## src/verilog/dma_frontend_pkg.sv

```systemverilog
package dma_frontend_pkg;

    // width of a transfer id as seen by the PEs
    localparam int unsigned TransferIdWidth = 28;

    // serialize and decouple set, deburst clear
    localparam logic [2:0] ConfResetValue = 3'b101;

    // one copy job as handed to the backend
    typedef struct packed {
        logic [31:0] num_bytes;
        logic [31:0] dst_addr;
        logic [31:0] src_addr;
        logic        decouple;
        logic        deburst;
        logic        serialize;
    } transf_descr_t;

    // request type on the ctrl port
    typedef enum logic {
        CTRL_WRITE = 1'b0,
        CTRL_READ  = 1'b1
    } ctrl_op_e;

    // register offsets within one PE's window
    typedef enum logic [7:0] {
        REG_SRC     = 8'h00,
        REG_DST     = 8'h08,
        REG_NUM     = 8'h10,
        REG_CONF    = 8'h18,
        REG_NEXT_ID = 8'h20,
        REG_DONE_ID = 8'h28
    } reg_offset_e;

    // copy engine states
    typedef enum logic [1:0] {
        ENG_IDLE,
        ENG_READ,
        ENG_WRITE
    } eng_state_e;

endpackage

```

## src/verilog/dma_transfer_id_gen.sv

```systemverilog
`timescale 1ns/1ps

module dma_transfer_id_gen (
    input  logic                                         clk_i,
    input  logic                                         rst_ni,
    input  logic                                         issue_i,
    input  logic                                         complete_i,
    output logic [dma_frontend_pkg::TransferIdWidth-1:0] next_id_o,
    output logic [dma_frontend_pkg::TransferIdWidth-1:0] done_id_o
);

    // id 0 is reserved for the empty launch answer
    always_ff @(posedge clk_i or negedge rst_ni) begin : proc_next_id
        if (!rst_ni) begin
            next_id_o <= 1;
        end else if (issue_i) begin
            next_id_o <= next_id_o + 1'b1;
        end
    end

    // single in-order engine, so a completion count is the last finished id
    always_ff @(posedge clk_i or negedge rst_ni) begin : proc_done_id
        if (!rst_ni) begin
            done_id_o <= '0;
        end else if (complete_i) begin
            done_id_o <= done_id_o + 1'b1;
        end
    end

    // engine cannot finish more jobs than were issued
    assert property (@(posedge clk_i) disable iff (!rst_ni) done_id_o < next_id_o)
        else $error("done id overtook next id");

endmodule

```

## config.mk

```make
export PLATFORM = sky130hd
export DESIGN_NAME = dma_transfer_id_gen
export DESIGN_NICKNAME = d
export VERILOG_FILES = /design/src/verilog/dma_frontend_pkg.sv /design/src/verilog/dma_transfer_id_gen.sv
export SDC_FILE = /design/constraint.sdc
export NUM_CORES = 1
export LEC_CHECK = 0
export BUFFER_PORTS_ARGS = -buffer_cell sky130_fd_sc_hd__buf_4
export CAP_MARGIN = 20
export CORE_MARGIN = 4
export CORE_UTILIZATION = 48
export CTS_CLUSTER_SIZE = 40
export DETAILED_ROUTE_END_ITERATION = 8
export PLACE_DENSITY = 0.84
export SLEW_MARGIN = 20
export SYNTH_ARGS = -nofsm -noshare
export SYNTH_HDL_FRONTEND = slang
export SYNTH_SLANG_ARGS = --single-unit
export TNS_END_PERCENT = 5
```

## constraint.sdc

```tcl
create_clock -name clk_i -period 1.45 [get_ports clk_i]
set_clock_uncertainty 0.05 [all_clocks]
set_input_delay 0.29 -clock clk_i [delete_from_list [all_inputs] [get_ports clk_i]]
set_output_delay 0.29 -clock clk_i [all_outputs]
set_load 0.02 [all_outputs]
```

==> summary.md <==
| Metric | Value |
|---|---|
| Max-slew headroom | `0.676` |
| RSZ-0062 raised after global routing | `yes` |
| H-tree depth | `2` |
| Worst Setup Path Type | `reg2reg` |
| Area leader, netlist | `dfrtp_1` |
| Die area | `between 0.006 and 0.007 mm^2` |
| Hold_ws | `0.111 ns` |
| CTS root buffer | `clkbuf_8` |
| CTS sink count | `56` |
| CP Launch Type | `flop` |
| Num CTS Buffers | `5` |
| DIE WIDTH | `80.1 um` |
| Design area | `between 0.003 and 0.004 mm^2` |
| Wire per inst | `~15 um` |
| Setup crit end | `next_id_o[25]$_DFFE_PN0P_` |
| Synth Register Bits | `56` |
| Setup total negative slack | `-1.10 ns` |
| Number of cell rows | `25` |
| Setup crit start | `next_id_o[0]$_DFFE_PN1P_` |
| Synth top area cells | `dfrtp_1 55%, xnor2_1 15%, nand4_1 4.8%, nand3_1 4.4%, xor2_1 4.2%` |
| Vias in the first global route | `2059` |
| Pin count of the biggest net entering global routing | `35` |
| Top cell type's share of synthesized area | `0.551` |
| Bufs on Longest Clock Path | `2` |
| Post-detailed-route count of antenna-violating nets | `0` |
| Post-Syn Area | `0.00250 mm^2` |
| CP Capture Type | `flop` |
| Overall Global Routing Usage | `0.190` |
| Synth-to-layout area growth | `46.3%` |
| Crit Path Max Fanout | `8` |
| DP HPWL | `approximately 4200 um` |
| Detailed Routing Iterations Pass 1 | `4` |
| Grt total ovfl | `0` |
| Failing checks | `negative setup slack` |
| Vias | `1982` |
| DRC viols | `0` |
| Reg2reg start | `next_id_o[0]$_DFFE_PN1P_` |
| Critical path data required time | `1.59 ns` |
| Core area | `a little under 0.005 mm^2` |
| Sequential share of the synthesized area | `0.562` |
| Final hold violations | `0` |
| Synth cell types | `22` |
| Number of max-cap violations | `0` |
| First-pass GRT wire length | `slightly below 10000 um` |
| Leakage | `1.84 nW` |
| Worst setup margin | `-0.102 ns` |
| Final setup viols | `19` |
| Vias/cell | `approximately 5` |
| Nets | `328` |
| Initial core utilization | `0.512` |
| TritonCTS clock tree | `built` |
| # IOs | `60` |
| VDD IR max | `1070 uV` |
| Placer Congestion | `~0.76` |
| Reg2reg end | `next_id_o[25]$_DFFE_PN0P_` |
| Antenna diodes | `0` |
| Final wirelength | `5780 um` |
| Worst-Skew Late Latency | `0.30 ns` |
| CP Data Arrival Time | `1.69 ns` |
| IO buf count | `59` |
| Outcome | `finished with violations` |
| First DRT Iteration DRCs | `between 100 and 150` |
| Post-Syn Instances | `204` |
| Tmin final | `around 1.6 ns` |
| Warnings from Yosys | `0` |
| Initial antenna violation count | `0` |
| Worst R2R Setup Slack | `-0.10 ns` |
| Layout cells sized above 1 | `0.446` |
| Chip height | `80.1 um` |
| Reg2Reg Depth | `6` |
| Worst-margin pin slew | `~0.48 ns` |
| Period utilization | `1.07` |
| Syn_nets | `210` |
| Reg clk slew, reported paths | `0.10 ns` |
| Cell Area, Placed | `0.00345 mm^2` |
| Mapped Avg Cell Area | `12.2 um^2` |
| Most common cell after layout, fill and taps aside | `buf_4` |
| Max Clock Freq | `about 0.64 GHz` |
| Count of pins over their slew limit | `0` |
| Commonest non-fill, non-tap cells in the layout | `109 x buf_4, 53 x dfrtp_1, 41 x xnor2_1` |
| Final Util | `0.749` |
| Power per cell area | `1230 mW/mm^2` |
| Hold crit path type | `in2reg` |
-- sequential cells by signal, indices dropped and copies added (netlist names) --
| name | count |
|---|---|
| next_id_o | 28 |
| done_id_o | 28 |
-- Yosys cell counts --
cell type  count
nand4_4        1
and3_1         7
nor4_4         2
nand4_2        2
and4_1         6
nor2_1         8
buf_2          2
nand4_1       19
xnor2_1       42
nand2_1       12
dfrtp_1       55
buf_4          1
and2_1         3
nor3_4         2
mux2_2         2
xor2_1        12
inv_1          1
ha_1           2
nor2b_1        1
nor4_1         1
nand3_1       22
dfstp_2        1
-- final cells by class --
type	instances	area, um^2
clock buffers	6	82.6
clock inverters	2	38.8
fillers	364	1220
inverters	1	3.75
multi-input cells	144	1150
flip-flops and latches	56	1410
well taps	67	83.8
repair buffers	114	891
-- worst min path at each step --
stage                 start                        end  cells after the start  slack (ns)
global placement     rst_ni  done_id_o[27]$_DFFE_PN0P_                      1        0.15
detailed placement   rst_ni  done_id_o[20]$_DFFE_PN0P_                      1        0.16
floorplan            rst_ni   done_id_o[0]$_DFFE_PN0P_                      0       -0.06
CTS                 issue_i   next_id_o[0]$_DFFE_PN1P_                      2        0.10
global route        issue_i   next_id_o[0]$_DFFE_PN1P_                      2        0.11
finish              issue_i   next_id_o[0]$_DFFE_PN1P_                      2        0.11
-- metal layers --
metal / track usage / wire length, um / vias to the layer above
met4: 0.0405 / 50 / 0
met5: 0 / 0 / -
met2: 0.326 / 3040 / 45
met1: 0.252 / 2470 / 980
met3: 0.0336 / 219 / 6
li1: - / - / 951
-- power breakdown --
part / switching [mW] / internal, mW
Combinational: 0.741 / 0.755
Sequential: 0.169 / 1.77
Clock: 0.487 / 0.565
-- metrics by stage --
stage          power, mW  cells  setup WS (ns)
2_1_floorplan       2.63    204         -0.212
3_3_place_gp        3.36    379        -0.0786
3_5_place_dp        3.40    379         -0.146
4_1_cts             4.48    390         -0.107
5_1_grt             4.72    390         -0.192
6_report            4.48    390         -0.102
-- critical path, cell delays in order (launching register included) --
cell	delay, ns
dfstp_2	0.57
nand4_1	0.12
buf_4	0.17
nor3_4	0.14
buf_12	0.14
nand4_1	0.11
xnor2_1	0.15
-- cells by family (layout without fill, tap and decap cells) --
family        count (synthesis)  count (layout)  share of synthesized area
mux                           2               2                    0.00902
fa+ha+maj                     2               2                     0.0100
xor+xnor                     54              54                      0.189
buf+inv                       4             123                    0.00852
flops                        56              56                      0.562
simple gates                 86              86                      0.221
-- repair_timing --
action	4_1_cts	5_1_grt
endpoints found under the hold margin	22	0
hold buffers	1	0
pin swaps	7	2
buffers inserted	1	0
gates cloned	1	0
resized for setup	7	7
setup endpoints to repair	22	33
Power figures use the tool's default switching activity.
