$ cat config.mk
export PLATFORM = sky130hd
export DESIGN_NAME = dma_copy_engine
export DESIGN_NICKNAME = d
export VERILOG_FILES = /design/src/verilog/dma_frontend_pkg.sv /design/src/verilog/dma_copy_engine.sv
export SDC_FILE = /design/constraint.sdc
export NUM_CORES = 1
export LEC_CHECK = 0
export BUFFER_PORTS_ARGS = -buffer_cell sky130_fd_sc_hd__clkbuf_2
export CORE_AREA = 2 2 87 110
export CTS_BUF_LIST = sky130_fd_sc_hd__clkbuf_8
export DETAILED_ROUTE_END_ITERATION = 12
export DIE_AREA = 0 0 89 112
export PLACE_DENSITY = 0.89
export RECOVER_POWER = 50
export SLEW_MARGIN = 20
export SYNTH_ARGS = -nofsm -noshare
export SYNTH_HDL_FRONTEND = slang
export SYNTH_SLANG_ARGS = --single-unit
$ cat constraint.sdc
create_clock -name clk_i -period 2.7 [get_ports clk_i]
set_input_delay 0 -clock clk_i [delete_from_list [all_inputs] [get_ports clk_i]]
set_output_delay 0 -clock clk_i [all_outputs]
set_load 0.02 [all_outputs]
$ cat src/verilog/dma_frontend_pkg.sv
package dma_frontend_pkg;

    // width of a transfer id as seen by the PEs
    localparam int unsigned TransferIdWidth = 28;

    // serialize and decouple set, deburst clear
    localparam logic [2:0] ConfResetValue = 3'b101;

    // one copy job as handed to the backend
    typedef struct packed {
        logic [31:0] num_bytes;
        logic [31:0] dst_addr;
        logic [31:0] src_addr;
        logic        decouple;
        logic        deburst;
        logic        serialize;
    } transf_descr_t;

    // request type on the ctrl port
    typedef enum logic {
        CTRL_WRITE = 1'b0,
        CTRL_READ  = 1'b1
    } ctrl_op_e;

    // register offsets within one PE's window
    typedef enum logic [7:0] {
        REG_SRC     = 8'h00,
        REG_DST     = 8'h08,
        REG_NUM     = 8'h10,
        REG_CONF    = 8'h18,
        REG_NEXT_ID = 8'h20,
        REG_DONE_ID = 8'h28
    } reg_offset_e;

    // copy engine states
    typedef enum logic [1:0] {
        ENG_IDLE,
        ENG_READ,
        ENG_WRITE
    } eng_state_e;

endpackage

$ cat src/verilog/dma_copy_engine.sv
`timescale 1ns/1ps

module dma_copy_engine #(
    parameter int unsigned MemWords  = 256,
    parameter int unsigned AddrWidth = $clog2(MemWords)
)(
    input  logic                            clk_i,
    input  logic                            rst_ni,
    input  logic                            valid_i,
    input  dma_frontend_pkg::transf_descr_t descr_i,
    output logic                            ready_o,
    output logic                            busy_o,
    output logic                            done_o,
    input  logic                            mem_stall_i,
    output logic                            mem_req_o,
    output logic                            mem_we_o,
    output logic [AddrWidth-1:0]            mem_addr_o,
    output logic [31:0]                     mem_wdata_o,
    input  logic [31:0]                     mem_rdata_i
);

    import dma_frontend_pkg::*;

    eng_state_e           state_d, state_q;
    logic [AddrWidth-1:0] src_d, src_q;
    logic [AddrWidth-1:0] dst_d, dst_q;
    logic [31:0]          left_d, left_q;
    // read data shows up the cycle after the read is accepted
    logic                 fresh_q;
    logic [31:0]          word_q;

    always_comb begin : proc_fsm
        state_d = state_q;
        src_d   = src_q;
        dst_d   = dst_q;
        left_d  = left_q;
        done_o  = 1'b0;
        case (state_q)
            ENG_IDLE: begin
                if (valid_i) begin
                    // byte addresses to word addresses
                    src_d   = descr_i.src_addr[AddrWidth+1:2];
                    dst_d   = descr_i.dst_addr[AddrWidth+1:2];
                    left_d  = descr_i.num_bytes;
                    state_d = ENG_READ;
                end
            end
            ENG_READ: begin
                if (!mem_stall_i) begin
                    state_d = ENG_WRITE;
                end
            end
            ENG_WRITE: begin
                if (!mem_stall_i) begin
                    src_d  = src_q + 1'b1;
                    dst_d  = dst_q + 1'b1;
                    left_d = left_q - 32'd4;
                    if (left_q <= 32'd4) begin
                        done_o  = 1'b1;
                        state_d = ENG_IDLE;
                    end else begin
                        state_d = ENG_READ;
                    end
                end
            end
            default: begin
                state_d = ENG_IDLE;
            end
        endcase
    end

    always_ff @(posedge clk_i or negedge rst_ni) begin : proc_regs
        if (!rst_ni) begin
            state_q <= ENG_IDLE;
            src_q   <= '0;
            dst_q   <= '0;
            left_q  <= '0;
            fresh_q <= 1'b0;
        end else begin
            state_q <= state_d;
            src_q   <= src_d;
            dst_q   <= dst_d;
            left_q  <= left_d;
            fresh_q <= (state_q == ENG_READ) && !mem_stall_i;
        end
    end

    // hold the word across write stalls
    always_ff @(posedge clk_i) begin : proc_word
        if (fresh_q) begin
            word_q <= mem_rdata_i;
        end
    end

    assign ready_o     = (state_q == ENG_IDLE);
    assign busy_o      = (state_q != ENG_IDLE);
    assign mem_req_o   = (state_q != ENG_IDLE);
    assign mem_we_o    = (state_q == ENG_WRITE);
    assign mem_addr_o  = (state_q == ENG_WRITE) ? dst_q : src_q;
    assign mem_wdata_o = fresh_q ? mem_rdata_i : word_q;

endmodule

==> flow_summary.toml <==
[outcome]
run_status = "completed"

[cells_and_area]
diodes = 0
syn_to_final_growth_pct = 37.8
drive_gt1_frac = 0.266
nFillCells = 719
stdcell_count = 791
nNetsFinal = 802

[timing]
fin_ws_ns = 0.203
hold_slack_ns = 0.0468
rsz0062_at_grt = "false"
worstMarginPinSlew_ns = 0.963
maxSlewViolCount = 0
setup_viol = 0
slew_headroom = 0.358
fin_crit_sh = 0.925
finalClockSkew_ns = 0.00843
fmax_mhz = 401
fin_tns_setup_ns = 0
finalHoldViolations = 0
min_period_ns = 2.50

[setup_path]
ff2ff_path_depth = 6
critPathLaunchType = "flip-flop"
cp-startpoint = "left_q[2]$_DFFE_PN0P_"
arrival_ns = 2.76
r2r_slack_ns = 0.20
rr_startpoint = "left_q[2]$_DFFE_PN0P_"
r2r-end = "left_q[18]$_DFFE_PN0P_"
setup.worst_path.end_class = "flip-flop"
worstPathRequired_ns = 2.96
cp-endpoint = "left_q[18]$_DFFE_PN0P_"
criticalPathCategory = "flip-flop to flip-flop"
cp_max_fo = 9

[synth]
synth_top_area_share = 0.293
synth_edf_count = 0
avgSynthCellArea_um2 = 9.26
ys_types = 55
synthArstFlopShare = 0.614
yosys.cell_count.top_type = "nand2_1"
synth.yosys.warnings = 0
syn-num-nets = 610
ys_ff_latch = 83
yosys.area.top_type = "dfrtp_1"
synthCells = 471
synthTopCellsByArea = "dfrtp_1, dfxtp_1, mux2_2"
ys.flop_type = "dfrtp_1"
yosysSeqAreaShare = 0.440
synthTopCellsByCount = "nand2_1, dfrtp_1, a21oi_1"
netlist_area_um2 = 4360

[power_and_ir_drop]
p_seq_frac = 0.366
power_frac_comb = 0.506
power.switching_uw = 3150
power.leakage_uw = 0.00256
swShare = 0.470
vdd_drop_max_v = 0.000907
p_clk_frac = 0.128
powerDensity_nw_per_um2 = 1110
p_int_uw = 3550

[clock_tree]
cts_tree = "built"
cts-root-buf = "clkbuf_8"
cts_buffers = 9
clock_latency_ns = 0.37
path_clk_slew_ns = 0.09
postCtsResizedCells = 0
cts.sinks = 83
post_cts_buffers = 0
cts_hold_buf = 72
htreeDepth = 3
clk_path_buf_depth = 2

[floorplan]
initial_utilization = 0.486
io_pins = 180
die_w_um = 89
dieHeight_um = 112
coreArea_um2 = 8980
dieArea_um2 = 9970
rows = 39

[grt]
antenna_found_initial = 0
grt_max_degree = 43
grt_pass1_vias = 4679
overflow = 0
grtUsageTotal = 0.286
grt_pass1_wl_mm = 22.2

[placed_design]
io_buffers = 128
dp_hpwl_mm = 8.81
pre_cts_slack_ns = 0.283
dp_cells = 703
place_congestion = 0.887

[routing]
wl_per_cell_um = 17.4
drtAntennaViolNets = 0
drc = 0
via_count = 4589
detailedRoute.firstIterationViolations = 448
totalWireLength_mm = 13.7
via_per_inst = 5.80
dr.pass1.iters = 6

[worst_hold_path]
min_path_type = "input pin to flip-flop"
min_from = "descr_i[84]"

[flow_run]
max-cap-violations = 0
==> state kept, by name, indices dropped and copies added (netlist names) <==
signal and flops:
left_q 32, src_q 8, fresh_q 1, word_q 32
state_q 2, dst_q 8
==> worst min path at each step <==
stage                                        end  cells past startpoint
after floorplan             dst_q[0]$_DFFE_PN0P_                      0
after global placement    left_q[12]$_DFFE_PN0P_                      1
after detailed placement  left_q[12]$_DFFE_PN0P_                      1
after CTS                 left_q[17]$_DFFE_PN0P_                      4
after global routing       left_q[9]$_DFFE_PN0P_                      4
final                     left_q[17]$_DFFE_PN0P_                      4
==> layout by cell type (no fill, tap or decap), drive strengths merged, types with 3 or more instances in the layout <==
cell and count:
a21oi 44, dfrtp 51, o311ai 6, and2 4, nor3b 5, nand2b 5
ha 4, nand3 19, a2bb2oi 7, a311oi 4, nor3 14, o32a 3
clkbuf 138, or4b 3, or2 3, buf 12, inv 14, dlygate4sd3 72
nor4 15, nand4b 3, or4 8, nor4b 6, o22ai 13, dfxtp 32
mux2 34, o211ai 5, nand2 52, nor2 19, o21ai 33, or3 5
nand4 11, a31oi 4
==> power groups by stage <==
stage / Clock (uW) / Sequential [uW] / Combinational (uW)
final: 858 / 2450 / 3390
after global routing: 927 / 2530 / 3710
after CTS: 872 / 2420 / 3400
after detailed placement: 0 / 2450 / 3310
after global placement: 0 / 2390 / 3180
after floorplan: 0 / 2280 / 2450
==> critical path: stages (launching register included) <==
cell and delay, ns:
dfrtp_1 0.47, inv_1 0.10, ha_1 0.29, nor3b_1 0.31
nand4_1 0.45, or3_1 0.48, o311ai_1 0.29
==> metrics by stage <==
step | power (uW) | cell area, um2 | util
2_1_floorplan | 4730 | 4360 | -
3_3_place_gp | 5570 | 5110 | 0.570
3_5_place_dp | 5750 | 5110 | 0.570
4_1_cts | 6700 | 6020 | 0.670
5_1_grt | 7170 | 6010 | 0.669
6_report | 6690 | 6010 | 0.669
==> final cells by class <==
cell class	instances	area, um2	area share
clock buffer	9	124	0.0206
clock inverter	7	57.6	0.00958
inverter	9	33.8	0.00562
multi-input combinational	347	2250	0.374
sequential	83	1920	0.319
tap	123	154	0.0256
timing repair buffer	213	1470	0.245
==> per-layer routing <==
metal	vias up	global-route usage	wire length, um
li1	2164	-	-
met1	2162	0.345	5340
met2	229	0.474	6960
met3	34	0.0764	1010
met4	0	0.121	437
met5	-	0	0
==> cells by family after synthesis <==
| family | after synthesis | synth area share |
|---|---|---|
| buf+inv | 41 | 0.0459 |
| flops | 83 | 0.440 |
| mux | 35 | 0.0901 |
| simple gates | 176 | 0.226 |
| compound gates | 132 | 0.187 |
| fa+ha+maj | 4 | 0.0115 |
Power figures use the tool's default switching activity.
