$ cat config.mk
export PLATFORM = sky130hd
export DESIGN_NAME = dma_frontend_regs
export DESIGN_NICKNAME = d
export VERILOG_FILES = /design/src/verilog/dma_frontend_pkg.sv /design/src/verilog/dma_frontend_regs.sv
export SDC_FILE = /design/constraint.sdc
export NUM_CORES = 1
export LEC_CHECK = 0
export ABC_AREA = 1
export BUFFER_PORTS_ARGS = -buffer_cell sky130_fd_sc_hd__buf_2
export CAP_MARGIN = 20
export CELL_PAD_IN_SITES_DETAIL_PLACEMENT = 1
export CELL_PAD_IN_SITES_GLOBAL_PLACEMENT = 1
export CORE_ASPECT_RATIO = 0.75
export CORE_MARGIN = 3
export CORE_UTILIZATION = 35
export CTS_CLUSTER_SIZE = 24
export DETAILED_ROUTE_END_ITERATION = 16
export PLACE_DENSITY_LB_ADDON = 0.1
export RECOVER_POWER = 50
export SLEW_MARGIN = 20
export SYNTH_ARGS = -nofsm -noshare
export SYNTH_HDL_FRONTEND = slang
export SYNTH_SLANG_ARGS = --single-unit
$ cat constraint.sdc
create_clock -name clk_i -period 1.7 [get_ports clk_i]
set_input_delay 0.34 -clock clk_i [delete_from_list [all_inputs] [get_ports clk_i]]
set_output_delay 0.34 -clock clk_i [all_outputs]
set_load 0.05 [all_outputs]
$ cat src/verilog/dma_frontend_pkg.sv
package dma_frontend_pkg;

    // width of a transfer id as seen by the PEs
    localparam int unsigned TransferIdWidth = 28;

    // serialize and decouple set, deburst clear
    localparam logic [2:0] ConfResetValue = 3'b101;

    // one copy job as handed to the backend
    typedef struct packed {
        logic [31:0] num_bytes;
        logic [31:0] dst_addr;
        logic [31:0] src_addr;
        logic        decouple;
        logic        deburst;
        logic        serialize;
    } transf_descr_t;

    // request type on the ctrl port
    typedef enum logic {
        CTRL_WRITE = 1'b0,
        CTRL_READ  = 1'b1
    } ctrl_op_e;

    // register offsets within one PE's window
    typedef enum logic [7:0] {
        REG_SRC     = 8'h00,
        REG_DST     = 8'h08,
        REG_NUM     = 8'h10,
        REG_CONF    = 8'h18,
        REG_NEXT_ID = 8'h20,
        REG_DONE_ID = 8'h28
    } reg_offset_e;

    // copy engine states
    typedef enum logic [1:0] {
        ENG_IDLE,
        ENG_READ,
        ENG_WRITE
    } eng_state_e;

endpackage

$ cat src/verilog/dma_frontend_regs.sv
`timescale 1ns/1ps

module dma_frontend_regs (
    input  logic                                         clk_i,
    input  logic                                         rst_ni,
    input  logic                                         ctrl_req_i,
    input  dma_frontend_pkg::ctrl_op_e                   ctrl_type_i,
    input  logic [3:0]                                   ctrl_be_i,
    input  logic [31:0]                                  ctrl_add_i,
    input  logic [31:0]                                  ctrl_data_i,
    output logic                                         ctrl_gnt_o,
    output logic                                         ctrl_valid_o,
    output logic [31:0]                                  ctrl_data_o,
    input  logic [dma_frontend_pkg::TransferIdWidth-1:0] next_id_i,
    input  logic [dma_frontend_pkg::TransferIdWidth-1:0] done_id_i,
    input  logic                                         busy_i,
    input  logic                                         launch_grant_i,
    output logic                                         launch_valid_o,
    output dma_frontend_pkg::transf_descr_t              descr_o
);

    import dma_frontend_pkg::*;

    localparam int unsigned IdPad = 32 - TransferIdWidth;

    logic [7:0]  reg_addr;
    logic        is_read;
    logic [31:0] src_d, src_q;
    logic [31:0] dst_d, dst_q;
    logic [31:0] num_d, num_q;
    logic [2:0]  conf_d, conf_q;
    // response is returned one cycle after acceptance
    logic [31:0] rdata_d, rdata_q;
    logic        valid_d, valid_q;

    // byte-wise merge of a write into a stored word
    function automatic logic [31:0] merge_be(input logic [31:0] old_word,
                                             input logic [31:0] new_word,
                                             input logic [3:0]  be);
        logic [31:0] merged;
        merged = old_word;
        for (int i = 0; i < 4; i++) begin
            if (be[i]) begin
                merged[8*i +: 8] = new_word[8*i +: 8];
            end
        end
        return merged;
    endfunction

    assign reg_addr = ctrl_add_i[7:0];
    assign is_read  = (ctrl_type_i == CTRL_READ);

    always_comb begin : proc_decode
        ctrl_gnt_o     = ctrl_req_i;
        launch_valid_o = 1'b0;
        rdata_d        = '0;
        src_d          = src_q;
        dst_d          = dst_q;
        num_d          = num_q;
        conf_d         = conf_q;
        if (ctrl_req_i) begin
            case (reg_addr)
                REG_SRC: begin
                    if (is_read) begin
                        rdata_d = src_q;
                    end else begin
                        src_d = merge_be(src_q, ctrl_data_i, ctrl_be_i);
                    end
                end
                REG_DST: begin
                    if (is_read) begin
                        rdata_d = dst_q;
                    end else begin
                        dst_d = merge_be(dst_q, ctrl_data_i, ctrl_be_i);
                    end
                end
                REG_NUM: begin
                    if (is_read) begin
                        rdata_d = num_q;
                    end else begin
                        num_d = merge_be(num_q, ctrl_data_i, ctrl_be_i);
                    end
                end
                REG_CONF: begin
                    if (is_read) begin
                        rdata_d = {15'h0000, busy_i, 13'h0000, conf_q};
                    end else begin
                        conf_d = ctrl_data_i[2:0];
                    end
                end
                REG_NEXT_ID: begin
                    // empty transfer answers 0 at once and launches nothing
                    if (is_read && num_q != '0) begin
                        launch_valid_o = 1'b1;
                        ctrl_gnt_o     = launch_grant_i;
                        rdata_d        = {{IdPad{1'b0}}, next_id_i};
                    end
                end
                REG_DONE_ID: begin
                    if (is_read) begin
                        rdata_d = {{IdPad{1'b0}}, done_id_i};
                    end
                end
                default: begin
                    rdata_d = '0;
                end
            endcase
        end
    end

    assign valid_d = ctrl_req_i & ctrl_gnt_o;

    always_ff @(posedge clk_i or negedge rst_ni) begin : proc_state
        if (!rst_ni) begin
            src_q   <= '0;
            dst_q   <= '0;
            num_q   <= '0;
            conf_q  <= ConfResetValue;
            rdata_q <= '0;
            valid_q <= 1'b0;
        end else begin
            src_q   <= src_d;
            dst_q   <= dst_d;
            num_q   <= num_d;
            conf_q  <= conf_d;
            rdata_q <= rdata_d;
            valid_q <= valid_d;
        end
    end

    assign ctrl_valid_o = valid_q;
    assign ctrl_data_o  = rdata_q;

    assign descr_o.num_bytes = num_q;
    assign descr_o.dst_addr  = dst_q;
    assign descr_o.src_addr  = src_q;
    assign descr_o.decouple  = conf_q[0];
    assign descr_o.deburst   = conf_q[1];
    assign descr_o.serialize = conf_q[2];

    // the backend must never see an empty job
    assert property (@(posedge clk_i) disable iff (!rst_ni)
        launch_grant_i |-> descr_o.num_bytes != '0)
        else $error("grant for a launch with zero byte count");

endmodule

==> metrics.cfg, run 1 <==
[place]
dp_cells=1279
post-place-ws_ns=-0.252
gp_congestion=0.816
io_buffers=239
placed_area_um2=8410
place_hpwl_um=17100

[clock_network]
cts_tree=yes
clk_pin_slew_ns=0.06
cts_root_buf=clkbuf_16
clock_latency_ns=0.42
cts_inserted_buffers=17
htreeDepth=4
clockBufferDepth=2
cts_sinks=132

[min_path]
min_from=next_id_i[5]
hp-class=in -> reg

[logic_synthesis]
avgSynthCellArea_um2=8.49
synth.top_cell.area_share_pct=50.7
synthesis.nets=886
ys_seq_area_share_pct=51.5
syn_inst=756
synth-edff-count=0
yosysMostFrequentCell=nand2_1
synthDistinctLibCells=31
synth_ff_type=dfrtp_1
synth_common_cells=281 x nand2_1, 130 x dfrtp_1, 73 x inv_1, 63 x o21ai_1, 62 x o21ai_0
synth_area_leaders=dfrtp_1 51%, nand2_1 16%, o21ai_1 4.9%, o21ai_0 4.8%, inv_1 4.3%
synth-seq-cells=132
syn-cell-area_um2=6420
synthArstFlopShare_pct=100
yosys_warnings=0
yosys.area.top_type=dfrtp_1

[finish]
fin_util_pct=50.3
layout-drive-gt1-share_pct=43.5
area.growth.synth_to_final_pct=39.6
stdcell_area_um2=8960
stdcell_count=1315
nets=1189
n_fill_cell=2200

[timing]
whs_ns=0.127
rsz0062_at_grt=yes
finalMaxSlewViolations=0
fin_tns_setup_ns=-2.29
timing.final.ws_setup_ns=-0.376
final_hold_viol_count=0
finalSetupViolCount=23
max_freq_mhz=482
fin_crit_sh_pct=122
tightest_slew_ns=0.618
post-route-min-period_ns=2.08
maxSlewHeadroom_pct=58.5
fin_skew_ns=0.00941

[setup_path]
endpoint_kind=output pin
reg2reg_from=num_q[1]
reg2reg_slack_ns=0.14
cp-start-kind=flip-flop
startpoint=num_q[1]
crit_type=reg -> out
crit_fanout=2
critPathRequiredTime_ns=1.36
arrival_ns=1.74

[pwr]
p_leak_nw=4.98
power_mw=7.60
ir_drop_mv=0.502
power.density_nw_per_um2=848

[drt]
first_pass_iters=4
viasPerCell=4.67
routedWlPerCell_um=17.3
vias=6142
drt-initial-drc-count=328
drt.antenna.violating_nets=0
drc=0
wirelength_um=22700

[outcome]
violations=setup timing
outcome=complete, but fails checks

[die]
rows=42
die_area_um2=20000
start_util_pct=36.0
die_w_um=162
fp.dieH_um=123
core-area_um2=17800
io_pins=264

[global_routing]
antenna_found_initial=1
grt_max_degree=37
grt-ovfl-total=0
grtUsageTotal_pct=23.2
grt_first_pass_wirelength_um=36000
grt_pass1_vias=6393

[run]
max-cap-violations=0

==> cell type report <==
cell class              count  area [um^2]  share of cell area (%)
flip-flops and latches    132         3350                    37.3
clock inverters            11          128                    1.42
well taps                 242          303                    3.38
diodes                      1         2.50                  0.0279
repair buffers            312         1810                    20.2
clock buffers              21          470                    5.25
multi-input cells         518         2610                    29.1
inverters                  78          293                    3.27
==> worst paths after layout <==
| check | to | cells after the start |
|---|---|---|
| setup / recovery | ctrl_gnt_o | 10 |
| hold / removal | ctrl_data_o[5] | 3 |
| setup reg to reg | ctrl_data_o[3] | 11 |
| hold reg to reg | src_q[12] | 2 |
| max in group asynchronous | num_q[16] | 3 |
| min in group asynchronous | ctrl_data_o[6] | 2 |
==> power by group <==
group          switching [mW]  internal [mW]  total [mW]
sequential             0.0300           3.18        3.21
clock                    1.45           2.28        3.73
combinational           0.445          0.213       0.658
total                    1.93           5.68        7.60
==> metal layers <==
layer	vias up	part of all wire (%)	GRT usage [%]
met5	-	0	0
met4	0	1.1	5.06
met3	19	7.1	5.22
met2	196	45	35.9
met1	2929	47	33.5
li1	2998	-	-
==> cell usage in the layout (no fill, tap or decap), drive strengths merged <==
cell	n
buf	279
bufinv	2
clkbuf	53
clkinv	6
clkinvlp	3
dfrtp	130
dfstp	2
diode	1
dlygate4sd3	1
inv	78
nand2	321
nand3	15
nand3b	2
nand4	7
nor2	26
nor3	2
o211ai	2
o21a	2
o21ai	141
==> worst max-delay path, stage by stage (launching register included) <==
cell	delay, ns
dfrtp_2	0.40
inv_1	0.08
nand2_1	0.10
nor2_4	0.11
nand2_2	0.07
nor2_4	0.12
nand2_2	0.09
nand2_4	0.10
o21ai_2	0.06
inv_2	0.06
buf_8	0.14
==> what timing repair did <==
item / in CTS / in global routing
hold buffers: 1 / 0
gates resized for setup: 28 / 12
endpoints found under the hold margin: 16 / 0
pin swaps: 11 / 12
endpoints found under the setup margin: 14 / 2
gates cloned: 0 / 0
buffers inserted: 1 / 1
==> logic make-up after synthesis <==
family	Yosys count	share of synthesized area (%)
simple gates	373	27.8
buf+inv	106	8.36
flops	132	51.5
compound gates	145	12.4
==> registers in the layout (all words and copies together), names as in the netlist <==
| name | cells |
|---|---|
| conf_q | 3 |
| ctrl_data_o | 32 |
| ctrl_valid_o | 1 |
| dst_q | 32 |
| num_q | 32 |
| src_q | 32 |
Power figures use the tool's default switching activity.
==> run 2, diff against run 1 <==
- CTS_BUF_LIST: not set -> sky130_fd_sc_hd__clkbuf_4
- CTS_CLUSTER_DIAMETER: not set -> 60
==> metrics.cfg, run 2 (same netlist as run 1, synthesis figures left out) <==
[outcome]
outcome=complete, but fails checks
violations=setup timing

[timing]
finalMaxSlewViolations=0  ; unchanged
maxSlewHeadroom_pct=2.17  ; -56 points
timing.final.ws_setup_ns=-0.552  ; -0.177 ns
rsz0062_at_grt=yes
fin_crit_sh_pct=132  ; +10 points
fin_skew_ns=0.0232  ; +0.0138 ns
post-route-min-period_ns=2.25  ; +0.177 ns
finalSetupViolCount=45  ; +96%
final_hold_viol_count=0  ; unchanged
tightest_slew_ns=1.47  ; +0.849 ns
max_freq_mhz=444  ; -7.8%

[place]
post-place-ws_ns=-0.252  ; unchanged
placed_area_um2=8410  ; unchanged
io_buffers=239  ; unchanged
gp_congestion=0.816  ; unchanged
place_hpwl_um=17100  ; unchanged

[clock_network]
htreeDepth=4  ; unchanged
cts_sinks=132  ; unchanged
cts_root_buf=clkbuf_4
clk_pin_slew_ns=0.14  ; +0.08 ns
clockBufferDepth=2  ; unchanged
cts_tree=yes
clock_latency_ns=0.55  ; +0.13 ns
cts_inserted_buffers=17  ; unchanged

[setup_path]
endpoint_kind=output pin
arrival_ns=1.91  ; +0.17 ns
cp-start-kind=flip-flop
crit_fanout=2  ; unchanged
crit_type=reg -> out
cpMostUsedCell=nand2_2
max_stage_delay_ns=0.43  ; +0.03 ns
critical_path.cell_chain=inv_2, nand2_2, nor2_2, nand2_2, nor2_4, nand2_2, nand2_4, buf_12, nor2_8, buf_12
crit_slowest_cell=dfrtp_2
critPathRequiredTime_ns=1.36  ; about the same

[die]
rows=42  ; unchanged
start_util_pct=36.0  ; unchanged
core-area_um2=17800  ; unchanged
io_pins=264  ; unchanged
die_w_um=162  ; unchanged
fp.dieH_um=123  ; unchanged
die_area_um2=20000  ; unchanged

[finish]
layout_common_cells=276 x nand2_1, 203 x buf_2, 98 x dfrtp_1, 69 x buf_4
multi_input_area_um2=2590  ; -0.86%
layout_commonest_cell=nand2_1
area.growth.synth_to_final_pct=43.6
stdcell_area_um2=9220  ; +2.9%
layout-drive-gt1-share_pct=43.0  ; -0.43 points
n_fill_cell=2199  ; -0.045%
nets=1223  ; +2.9%
seqCellArea_um2=3350  ; unchanged

[global_routing]
grt-ovfl-total=0  ; unchanged
grtUsageTotal_pct=23.8  ; +0.55 points
grt_first_pass_wirelength_um=36700  ; +2.1%
antenna_found_initial=1  ; unchanged
grt_pass1_vias=6621  ; +3.6%
grt_max_degree=37  ; unchanged

[drt]
drt.antenna.violating_nets=0  ; unchanged
routedWlPerCell_um=17.3  ; about the same
wirelength_um=23300  ; +2.5%
viasPerCell=4.68  ; +0.16%
vias=6311  ; +2.8%
first_pass_iters=4  ; unchanged
drt-initial-drc-count=295  ; -10%
drc=0  ; unchanged

[run]
max-cap-violations=0  ; unchanged

[pwr]
ir_drop_mv=0.328  ; -35%
p_leak_nw=5.14  ; +3.2%
power.density_nw_per_um2=659  ; -22%
power_mw=6.08  ; -20%

[min_path]
hp-class=in -> reg

==> run 2: changes by cell type in the layout (fill, tap and decap cells not counted), moves of 6 or more <==
| cell | before | now |
|---|---|---|
| buf_2 | 215 | 203 |
| buf_4 | 55 | 69 |
| buf_6 | 1 | 14 |
| buf_8 | 1 | 9 |
| clkbuf_1 | 23 | 3 |
| clkbuf_16 | 17 | 0 |
| clkbuf_4 | 4 | 21 |
| dlygate4sd3_1 | 1 | 30 |
| nand2_1 | 269 | 276 |
| nand2_2 | 45 | 39 |
==> run 2: through the flow <==
| step | hold WS, ns | TNS [ns] | cells | util [%] |
|---|---|---|---|---|
| CTS | 0.0248 | -3.04 | 1347 | 51.5 |
| floorplan | 0.0444 | 0 | 756 | - |
| finish | 0.0718 | -3.98 | 1349 | 51.8 |
| global placement | 0.220 | -1.22 | 1279 | 47.2 |
| global route | 0.0165 | -20.05 | 1349 | 51.8 |
| detailed placement | 0.218 | -2.99 | 1279 | 47.2 |
==> run 2: final timing paths <==
kind | from | end | slack [ns] | cells after the start
max | num_q[6] | launch_valid_o | -0.55 | 10
min | ctrl_data_i[5] | num_q[5] | 0.07 | 3
max reg2reg | num_q[6] | ctrl_data_o[10] | -0.16 | 13
min reg2reg | src_q[12] | src_q[12] | 0.52 | 2
max in group asynchronous | rst_ni | num_q[30] | -0.02 | 3
min in group asynchronous | rst_ni | ctrl_data_o[6] | 0.65 | 2
==> run 2: area by class of cell <==
| class | count | share of cell area [%] |
|---|---|---|
| flip-flops and latches | 132 | 36.3 |
| multi-input cells | 518 | 28.1 |
| repair buffers | 346 | 26.2 |
| well taps | 242 | 3.28 |
| inverters | 78 | 3.18 |
| clock inverters | 14 | 1.51 |
| clock buffers | 18 | 1.47 |
| diodes | 1 | 0.0271 |
==> run 2: power breakdown <==
group	switching [mW]	internal (mW)	leakage, nW
registers	0.0302	3.18	1.78
logic	0.459	0.282	3.22
clock network	1.25	0.875	0.141
total	1.74	4.34	5.14
==> run 2: repair_timing <==
action / 4_1_cts / 5_1_grt
hold buffers: 30 / 0
pin swaps: 11 / 12
gates resized for setup: 43 / 74
setup endpoints to repair: 28 / 60
cloned: 1 / 0
hold endpoints to repair: 160 / 0
buffers inserted: 5 / 8
==> run 2: layer usage <==
metal | GRT usage, % | part of all wire (%) | vias to the layer above
li1 | - | - | 3052
met1 | 33.6 | 47 | 3053
met2 | 37.2 | 46 | 187
met3 | 5.73 | 6.3 | 19
met4 | 5.59 | 1.3 | 0
met5 | 0 | 0 | -
==> run 2: worst max-delay path: cells and delay by family (launching register included) <==
kind                   cells  cell delay [ns]
buffers and inverters      3             0.33
flip-flops                 1             0.43
AND/OR/NAND/NOR            7             0.59
