===== src/verilog/dma_frontend_pkg.sv =====
package dma_frontend_pkg;

    // width of a transfer id as seen by the PEs
    localparam int unsigned TransferIdWidth = 28;

    // serialize and decouple set, deburst clear
    localparam logic [2:0] ConfResetValue = 3'b101;

    // one copy job as handed to the backend
    typedef struct packed {
        logic [31:0] num_bytes;
        logic [31:0] dst_addr;
        logic [31:0] src_addr;
        logic        decouple;
        logic        deburst;
        logic        serialize;
    } transf_descr_t;

    // request type on the ctrl port
    typedef enum logic {
        CTRL_WRITE = 1'b0,
        CTRL_READ  = 1'b1
    } ctrl_op_e;

    // register offsets within one PE's window
    typedef enum logic [7:0] {
        REG_SRC     = 8'h00,
        REG_DST     = 8'h08,
        REG_NUM     = 8'h10,
        REG_CONF    = 8'h18,
        REG_NEXT_ID = 8'h20,
        REG_DONE_ID = 8'h28
    } reg_offset_e;

    // copy engine states
    typedef enum logic [1:0] {
        ENG_IDLE,
        ENG_READ,
        ENG_WRITE
    } eng_state_e;

endpackage


===== src/verilog/dma_descr_arbiter.sv =====
`timescale 1ns/1ps

module dma_descr_arbiter #(
    parameter int unsigned NumPes   = 2,
    parameter int unsigned IdxWidth = (NumPes > 1) ? $clog2(NumPes) : 1
)(
    input  logic                                         clk_i,
    input  logic                                         rst_ni,
    input  logic [NumPes-1:0]                            valid_i,
    input  dma_frontend_pkg::transf_descr_t [NumPes-1:0] descr_i,
    input  logic                                         ready_i,
    output logic [NumPes-1:0]                            grant_o,
    output logic                                         valid_o,
    output dma_frontend_pkg::transf_descr_t              descr_o
);

    logic [IdxWidth-1:0] last_q;
    logic [IdxWidth-1:0] win_idx;
    logic                found;

    // search starts one past the previous winner
    always_comb begin : proc_pick
        int unsigned cand;
        found   = 1'b0;
        win_idx = last_q;
        for (int unsigned i = 1; i <= NumPes; i++) begin
            cand = (last_q + i) % NumPes;
            if (!found && valid_i[cand]) begin
                found   = 1'b1;
                win_idx = IdxWidth'(cand);
            end
        end
    end

    always_comb begin : proc_grant
        grant_o = '0;
        if (found && ready_i) begin
            grant_o[win_idx] = 1'b1;
        end
    end

    assign valid_o = found;
    assign descr_o = descr_i[win_idx];

    // PE 0 has first priority out of reset
    always_ff @(posedge clk_i or negedge rst_ni) begin : proc_pointer
        if (!rst_ni) begin
            last_q <= IdxWidth'(NumPes - 1);
        end else if (found && ready_i) begin
            last_q <= win_idx;
        end
    end

    // a waiting PE keeps its launch up until it wins
    assert property (@(posedge clk_i) disable iff (!rst_ni)
        (valid_i & ~grant_o) != '0 |=> ($past(valid_i & ~grant_o) & ~valid_i) == '0)
        else $error("launch request withdrawn before its grant");

endmodule


===== config.mk =====
export PLATFORM = sky130hd
export DESIGN_NAME = dma_descr_arbiter
export DESIGN_NICKNAME = d
export VERILOG_FILES = /design/src/verilog/dma_frontend_pkg.sv /design/src/verilog/dma_descr_arbiter.sv
export SDC_FILE = /design/constraint.sdc
export NUM_CORES = 1
export LEC_CHECK = 0
export ABC_AREA = 0
export BUFFER_PORTS_ARGS = -buffer_cell sky130_fd_sc_hd__buf_2
export CAP_MARGIN = 20
export CORE_AREA = 2 2 117 119
export DETAILED_ROUTE_END_ITERATION = 12
export DIE_AREA = 0 0 119 121
export GPL_ROUTABILITY_DRIVEN = 0
export SYNTH_ARGS = -nofsm -noshare
export SYNTH_HDL_FRONTEND = slang
export SYNTH_SLANG_ARGS = --single-unit
export TNS_END_PERCENT = 10

===== constraint.sdc =====
create_clock -name clk_i -period 1.9 [get_ports clk_i]
set_input_delay 0.38 -clock clk_i [delete_from_list [all_inputs] [get_ports clk_i]]
set_output_delay 0.38 -clock clk_i [all_outputs]
set_load 0.02 [all_outputs]

==> flow_summary.yaml, run 1 <==
outcome:
  status: "finished, violations left"
  violations: "negative setup slack"
worst_setup_path:
  crit_buf_inv: 4
  crit_type: "input port to output pin"
  worst-path-stages: 6
  slowest_stage: "mux2_2"
  path_delay_family: "buffers and inverters"
  r2r_start: "last_q"
  cp-start-kind: "input port"
  reg2regPathDepth: 3
  r2r_end: "last_q"
  worstPathCellList: "buf_2 -> o21ai_4 -> buf_12 -> buf_12 -> mux2_2 -> buf_2"
  cp_slowest_stage_delay_ns: 0.35
  arrival_ns: 1.54
  worstPathMaxFanout: 21
  end_kind: "output pin"
  rrSetupSlack_ns: 1.07
  crit_required_ns: 1.52
drt:
  totalWireLength_um: 8010
  drc_errors: 0
  ant_nets: 0
  viasPerCell: 3.69
  post_drt_wl_per_cell_um: 13.1
  drtIter0Drc: 25
  dr.pass1.iters: 4
  via_count: 2255
logic_synthesis:
  synth_fp_nets: 323
  synth_area_per_cell_um2: 11.3
  ys_seq_area_share_pct: 1.94
  ys.warnings.count: 0
  synth_area_um2: 1360
  ys_types: 13
  synthCells: 120
  ys_ff_latch: 1
global_route:
  top_usage_layer: "met2"
  grt_util_met3_pct: 2.54
  grt_util_all_layers_pct: 9.49
  grt.met2_usage_pct: 18.6
  grt_start_max_net_pins: 22
  grt_pass1_vias: 2213
  grt_pass1_wl_um: 11000
  grt_use_met1_pct: 10.7
  antenna_found_initial: 2
  grt_overflow_total: 0
flow_run:
  cap_violations: 0
clock_network:
  clk_pin_slew_ns: 0
  clock_latency_ns: 0
  cts_resized: 0
  cts_setup_buffers: 0
  cts_hold_buffers: 0
final_layout:
  reg_top3: "last_q (1)"
  final_cell_area_um2: 3210
  largest_reg_flops: 1
  fin_util_pct: 24.5
  layoutNonFillerInstCount: 611
  fin_nets: 639
  drive_above_1_share_pct: 98.4
  syn_to_final_growth_pct: 136
  fillers: 1453
  top_register: "last_q"
power_and_ir_drop:
  peakVddDrop_mv: 0.173
  total_power_uw: 1720
  powerDensity_nw_per_um2: 537
  p_leak_uw: 0.00178
min_path:
  hold_path.class: "input port to async pin"
timing:
  fmax_mhz: 521
  fin_crit_ns: 1.92
  setup_viol: 8
  slew_viol_final: 0
  period_share_pct: 101
  layout_setup_ws_ns: -0.0181
  clock_skew_ns: 0
  whs_ns: 0.325
  hold_violations: 0
  slew-limit-headroom_pct: 87.6
  tightest_slew_ns: 0.184
  rsz0062_at_grt: "yes"
floorplanning:
  row_count: 42
  dieArea_um2: 14400
  coreArea_um2: 13100
  start_util_pct: 10.4
  io-pin-count: 305
  die_h_um: 121
  dieWidth_um: 119
place:
  dpl.cell_count: 610
  dpl_cell_area_um2: 3170
  io_buffer_count: 304
  detailed_place_hpwl_um: 7440
## report_power, final
group          total (uW)  internal, uW  switching, uW   leakage [uW]
logic                1690           853            838        0.00177
clock network   0.0000704     0.0000704              0  0.00000000634
registers            32.6          29.0           3.56      0.0000105
## worst max path at each step
| stage | startpoint | endpoint |
|---|---|---|
| finish | valid_i[1] | descr_o[92] |
| detailed placement | valid_i[1] | descr_o[92] |
| floorplan | last_q | descr_o[72] |
| global route | last_q | descr_o[17] |
| CTS | valid_i[1] | descr_o[92] |
| global placement | valid_i[1] | descr_o[40] |
## stage by stage
step / worst slack, ns / setup TNS, ns
2_1_floorplan: 0.0981 / 0
3_3_place_gp: -0.0124 / -0.233
3_5_place_dp: -0.0272 / -0.452
4_1_cts: -0.0303 / -0.557
5_1_grt: -0.0723 / -3.22
6_report: -0.0181 / -0.0669
## worst reg2reg max path, delay by kind of cell (launching register included)
| kind | cells | cell delay [ns] |
|---|---|---|
| DFF | 1 | 0.52 |
| buffers and inverters | 1 | 0.11 |
| AOI/OAI and AO/OA | 1 | 0.08 |
| and+or+nand+nor | 1 | 0.03 |
## synthesized netlist by cell type
cell     count  area share [%]
or2_2        1            0.46
inv_1        1            0.28
o21ai_4      1             1.2
a21oi_1      2            0.74
dfstp_2      1             1.9
mux2_2      89              74
o21ai_0      1            0.37
buf_6        5             4.2
nand2_1      3            0.83
buf_12       2             3.0
mux2_4      10              11
nand2_2      1            0.46
buf_4        3             1.7
## logic make-up (layout without fill, tap and decap cells)
kind of cell	after synthesis	count (layout)	synth area share, %
mux	99	99	85.0
buf+inv	11	325	9.04
simple gates	5	5	1.75
compound gates	4	4	2.31
flops	1	1	1.94
other cells	0	1	0
## layout make-up
cell class                 instances  area (um^2)  share of cell area (%)
inverter                           1         3.75                   0.117
multi-input combinational        108         1210                    37.7
tap                              176          220                    6.87
sequential                         1         26.3                   0.819
antenna                            1         2.50                  0.0780
timing repair buffer             324         1750                    54.5
## layout by cell type (no fill, tap or decap)
cell type / n
a21oi_1: 2
buf_12: 3
buf_2: 289
buf_4: 32
dfstp_2: 1
diode_2: 1
inv_1: 1
mux2_2: 89
mux2_4: 10
nand2_1: 3
nand2_2: 1
o21ai_0: 1
o21ai_4: 1
or2_2: 1
## per-layer routing
metal  share of wire (%)  vias up
met5                   0        -
met4                0.46        0
met3                  11        2
met2                  51      158
met1                  37     1012
li1                    -     1083
No activity file was read; power rests on OpenSTA's default activity.
==> inputs of run 2 (changes only) <==
==> constraint.sdc (replaced) <==
create_clock -name clk_i -period 1.9 [get_ports clk_i]
set_input_delay 0.095 -clock clk_i [delete_from_list [all_inputs] [get_ports clk_i]]
set_output_delay 0.095 -clock clk_i [all_outputs]
set_load 0.02 [all_outputs]
==> run 2 against run 1 <==
The flow now finishes without violations. Sequential cell count unchanged. Maximum frequency up 10%. Register-to-register slack better by 0.04 ns. Critical path type is now register to output pin. Largest cell class unchanged. Global-route usage down 0.31 points. Cell count down 2.8%. Power down 8.0%.
==> flow_summary.yaml, run 2 (same netlist as run 1, synthesis figures left out) <==
power_and_ir_drop:
  peakVddDrop_mv: 0.146
  seqPwrFrac_pct: 2.4
  p_int_uw: 771
  power_frac_comb_pct: 97.6
  p_switching_uw: 814
  switching_share_pct: 51.3
  p_leak_uw: 0.00168
  powerDensity_nw_per_um2: 523
  pwr-share-clk_pct: 0
  total_power_uw: 1590
worst_setup_path:
  reg2regPathDepth: 2
  crit_start: "last_q"
  endpoint: "descr_o[4]"
  slowest_stage: "dfstp_2"
  r2r_end: "last_q"
  rrSetupSlack_ns: 1.11
  worst-path-stages: 5
  worstPathMaxFanout: 50
  r2r_start: "last_q"
  end_kind: "output pin"
  arrival_ns: 1.65
  cp-start-kind: "register"
  cp_slowest_stage_delay_ns: 0.57
  path_delay_family: "flip-flops"
  worstPathCellList: "nand2_2 -> o21ai_4 -> buf_12 -> mux2_2 -> buf_2"
  crit_type: "register to output pin"
  crit_buf_inv: 2
  crit_required_ns: 1.80
drt:
  post_drt_wl_per_cell_um: 12.9
  totalWireLength_um: 7650
  via_count: 2132
  drc_errors: 0
  ant_nets: 0
  dr.pass1.iters: 4
  viasPerCell: 3.59
  drtIter0Drc: 22
clock_network:
  cts_setup_buffers: 0
  cts_hold_buffers: 0
  clk_pin_slew_ns: 0
  cts_resized: 0
  clock_latency_ns: 0
timing:
  clock_skew_ns: 0
  tightest_slew_ns: 0.273
  period_share_pct: 91.7
  setup_viol: 0
  slew_viol_final: 0
  hold_violations: 0
  fin_setup_tns_ns: 0
  layout_setup_ws_ns: 0.158
  slew-limit-headroom_pct: 81.8
  whs_ns: 0.0444
  fin_crit_ns: 1.74
  rsz0062_at_grt: "no"
  fmax_mhz: 574
final_layout:
  most-common-layout-cells: "buf_2 (304), mux2_2 (89), mux2_4 (10)"
  fin_util_pct: 23.1
  fin_nets: 622
  final_common_cell: "buf_2"
  largest_reg_flops: 1
  drive_above_1_share_pct: 98.3
  top_register: "last_q"
  syn_to_final_growth_pct: 123
  reg_top3: "last_q (1)"
min_path:
  hold_path.class: "input port to async pin"
floorplanning:
  die_h_um: 121
  io-pin-count: 305
  start_util_pct: 10.4
  dieWidth_um: 119
  row_count: 42
  dieArea_um2: 14400
  coreArea_um2: 13100
global_route:
  grt_pass1_wl_um: 10800
  grt_util_all_layers_pct: 9.18
  antenna_found_initial: 1
  grt_overflow_total: 0
  grt_start_max_net_pins: 51
  grt_pass1_vias: 2099
place:
  io_buffer_count: 304
  detailed_place_hpwl_um: 7060
  dp_worst_setup_slack_ns: 0.154
flow_run:
  cap_violations: 0
outcome:
  status: "complete, no violations"
[run 2: changes by cell type in the layout (fill, tap and decap cells not counted), sizes merged]
| cell | previous run | this run |
|---|---|---|
| buf | 324 | 307 |
[run 2: metal layers]
layer / wire length [um] / track usage [%] / part of all wire [%]
met1: 3010 / 11.4 / 39
met2: 3860 / 17.2 / 50
met3: 718 / 1.50 / 9.4
met4: 64 / 0.744 / 0.84
met5: 0 / 0 / 0
[run 2: final cells by class]
class / count / area [um^2]
Timing Repair Buffer: 307 / 1570
Sequential cell: 1 / 26.3
Inverter: 1 / 3.75
Antenna cell: 1 / 2.50
Fill cell: 1432 / 10100
Tap cell: 176 / 220
Multi-Input combinational cell: 108 / 1210
[run 2: how the worst min path moves through the flow]
stage,from,end,slack [ns],cells after the start
after floorplan,rst_ni,last_q,-0.05,0
after global placement,rst_ni,last_q,0.05,1
after detailed placement,rst_ni,last_q,0.05,1
after CTS,rst_ni,last_q,0.05,1
after global routing,rst_ni,last_q,0.05,1
final,rst_ni,last_q,0.04,1
[run 2: power by group through the flow]
stage	sequential [uW]	clock (uW)	combinational [uW]
2_1_floorplan	36.7	0	1070
3_3_place_gp	37.0	0	1550
3_5_place_dp	37.7	0	1560
4_1_cts	37.7	0	1560
5_1_grt	38.8	0.0000704	1640
6_report	37.8	0.0000703	1550
[run 2: through the flow]
step	area, um^2	cells
3_3_place_gp	3030	593
3_5_place_dp	3030	593
6_report	3030	594
5_1_grt	3030	594
4_1_cts	3030	593
2_1_floorplan	1360	120
[run 2: worst register-to-register path: stages, from the launching register on]
cell,delay [ns]
dfstp_2,0.57
nand2_1,0.06
o21ai_0,0.07
==> inputs of run 3 (changes only) <==
- RECOVER_POWER: not set -> 50
==> run 3 against run 2 <==
Design area decreased by 1.1%. Critical path type unchanged. Die area unchanged. Cell count unchanged. Sequential power about the same. Via count decreased by 0.14%. Largest power group unchanged. Clock skew unchanged.
==> flow_summary.yaml, run 3 (same netlist as run 1, synthesis figures left out) <==
outcome:
  status: "complete, no violations"
global_route:
  grt_util_all_layers_pct: 9.18
  grt.met2_usage_pct: 17.2
  grt_util_met3_pct: 1.50
  top_usage_layer: "met2"
  grt_pass1_vias: 2099
  grt_pass1_wl_um: 10800
  grt_start_max_net_pins: 51
  grt_overflow_total: 0
  grt_use_met1_pct: 11.4
  antenna_found_initial: 1
drt:
  ant_nets: 0
  post_drt_wl_per_cell_um: 12.9
  drtIter0Drc: 17
  viasPerCell: 3.58
  dr.pass1.iters: 4
  totalWireLength_um: 7660
  via_count: 2129
  drc_errors: 0
floorplanning:
  row_count: 42
  die_h_um: 121
  dieArea_um2: 14400
  dieWidth_um: 119
  io-pin-count: 305
  coreArea_um2: 13100
  start_util_pct: 10.4
clock_network:
  cts_setup_buffers: 0
  cts_hold_buffers: 0
  clk_pin_slew_ns: 0
  clock_latency_ns: 0
  cts_resized: 0
final_layout:
  reg_top3: "last_q (1)"
  layoutNonFillerInstCount: 594
  multi_input_area_um2: 1200
  most-common-layout-cells: "buf_2 (259), mux2_2 (89), clkbuf_2 (37)"
  drive_above_1_share_pct: 95.4
  fillers: 1446
  syn_to_final_growth_pct: 121
  final_common_cell: "buf_2"
  final_cell_area_um2: 3000
  largest_reg_flops: 1
  top_register: "last_q"
  register_area_um2: 26.3
  fin_nets: 622
timing:
  slew-limit-headroom_pct: 76.8
  period_share_pct: 94.2
  slew_viol_final: 0
  rsz0062_at_grt: "no"
  fin_setup_tns_ns: 0
  fin_crit_ns: 1.79
  setup_viol: 0
  fmax_mhz: 559
  hold_violations: 0
  clock_skew_ns: 0
  tightest_slew_ns: 0.348
place:
  dpl.cell_count: 593
  dpl_cell_area_um2: 3030
  io_buffer_count: 304
  detailed_place_hpwl_um: 7060
worst_setup_path:
  cp_slowest_stage_delay_ns: 0.57
  crit_required_ns: 1.80
  r2r_start: "last_q"
  path_delay_family: "flip-flops"
  crit_buf_inv: 2
  crit_type: "register to output pin"
  worstPathCellList: "nand2_2 -> o21ai_4 -> buf_6 -> mux2_2 -> buf_2"
  worstPathMaxFanout: 39
  worst-path-stages: 5
  arrival_ns: 1.70
  slowest_stage: "dfstp_2"
  end_kind: "output pin"
  r2r_end: "last_q"
  cp-start-kind: "register"
  rrSetupSlack_ns: 1.11
  reg2regPathDepth: 2
power_and_ir_drop:
  seqPwrFrac_pct: 2.4
  total_power_uw: 1560
  p_switching_uw: 815
  switching_share_pct: 52.2
  power_frac_comb_pct: 97.6
  p_leak_uw: 0.00165
  pwr-share-clk_pct: 0
  p_int_uw: 745
  powerDensity_nw_per_um2: 521
  peakVddDrop_mv: 0.146
flow_run:
  cap_violations: 0
min_path:
  hold_path.class: "input port to async pin"
## run 3: per-layer routing
layer | vias up | routed length (um)
li1 | 1050 | -
met1 | 925 | 3030
met2 | 150 | 3840
met3 | 4 | 719
met4 | 0 | 64
met5 | - | 0
## run 3: power by group through the flow
stage / logic (uW) / registers, uW / clock network [uW]
after global routing: 1620 / 38.8 / 0.0000704
after floorplan: 1070 / 36.7 / 0
final: 1520 / 37.8 / 0.0000704
after global placement: 1550 / 37.0 / 0
after CTS: 1560 / 37.7 / 0
after detailed placement: 1560 / 37.7 / 0
## run 3: how the worst max path moves through the flow
| stage | from | to | slack, ns |
|---|---|---|---|
| after global placement | last_q | descr_o[4] | 0.18 |
| after detailed placement | last_q | descr_o[4] | 0.15 |
| after floorplan | last_q | descr_o[72] | 0.38 |
| after CTS | last_q | descr_o[4] | 0.15 |
| after global routing | last_q | descr_o[95] | 0.04 |
| final | last_q | descr_o[91] | 0.11 |
## run 3: cell type report
cell class	count	area share, %
Antenna cell	1	0.0835
Inverter	1	0.125
Tap cell	176	7.35
Sequential cell	1	0.877
Timing Repair Buffer	307	51.6
Multi-Input combinational cell	108	39.9
## run 3: stage by stage
stage	hold WS, ns	util (%)	worst slack (ns)
finish	0.0571	22.9	0.110
global route	0.0713	22.9	0.0433
CTS	0.0504	23.1	0.152
detailed placement	0.0500	23.1	0.154
global placement	0.0535	23.1	0.179
floorplan	-0.0528	-	0.383
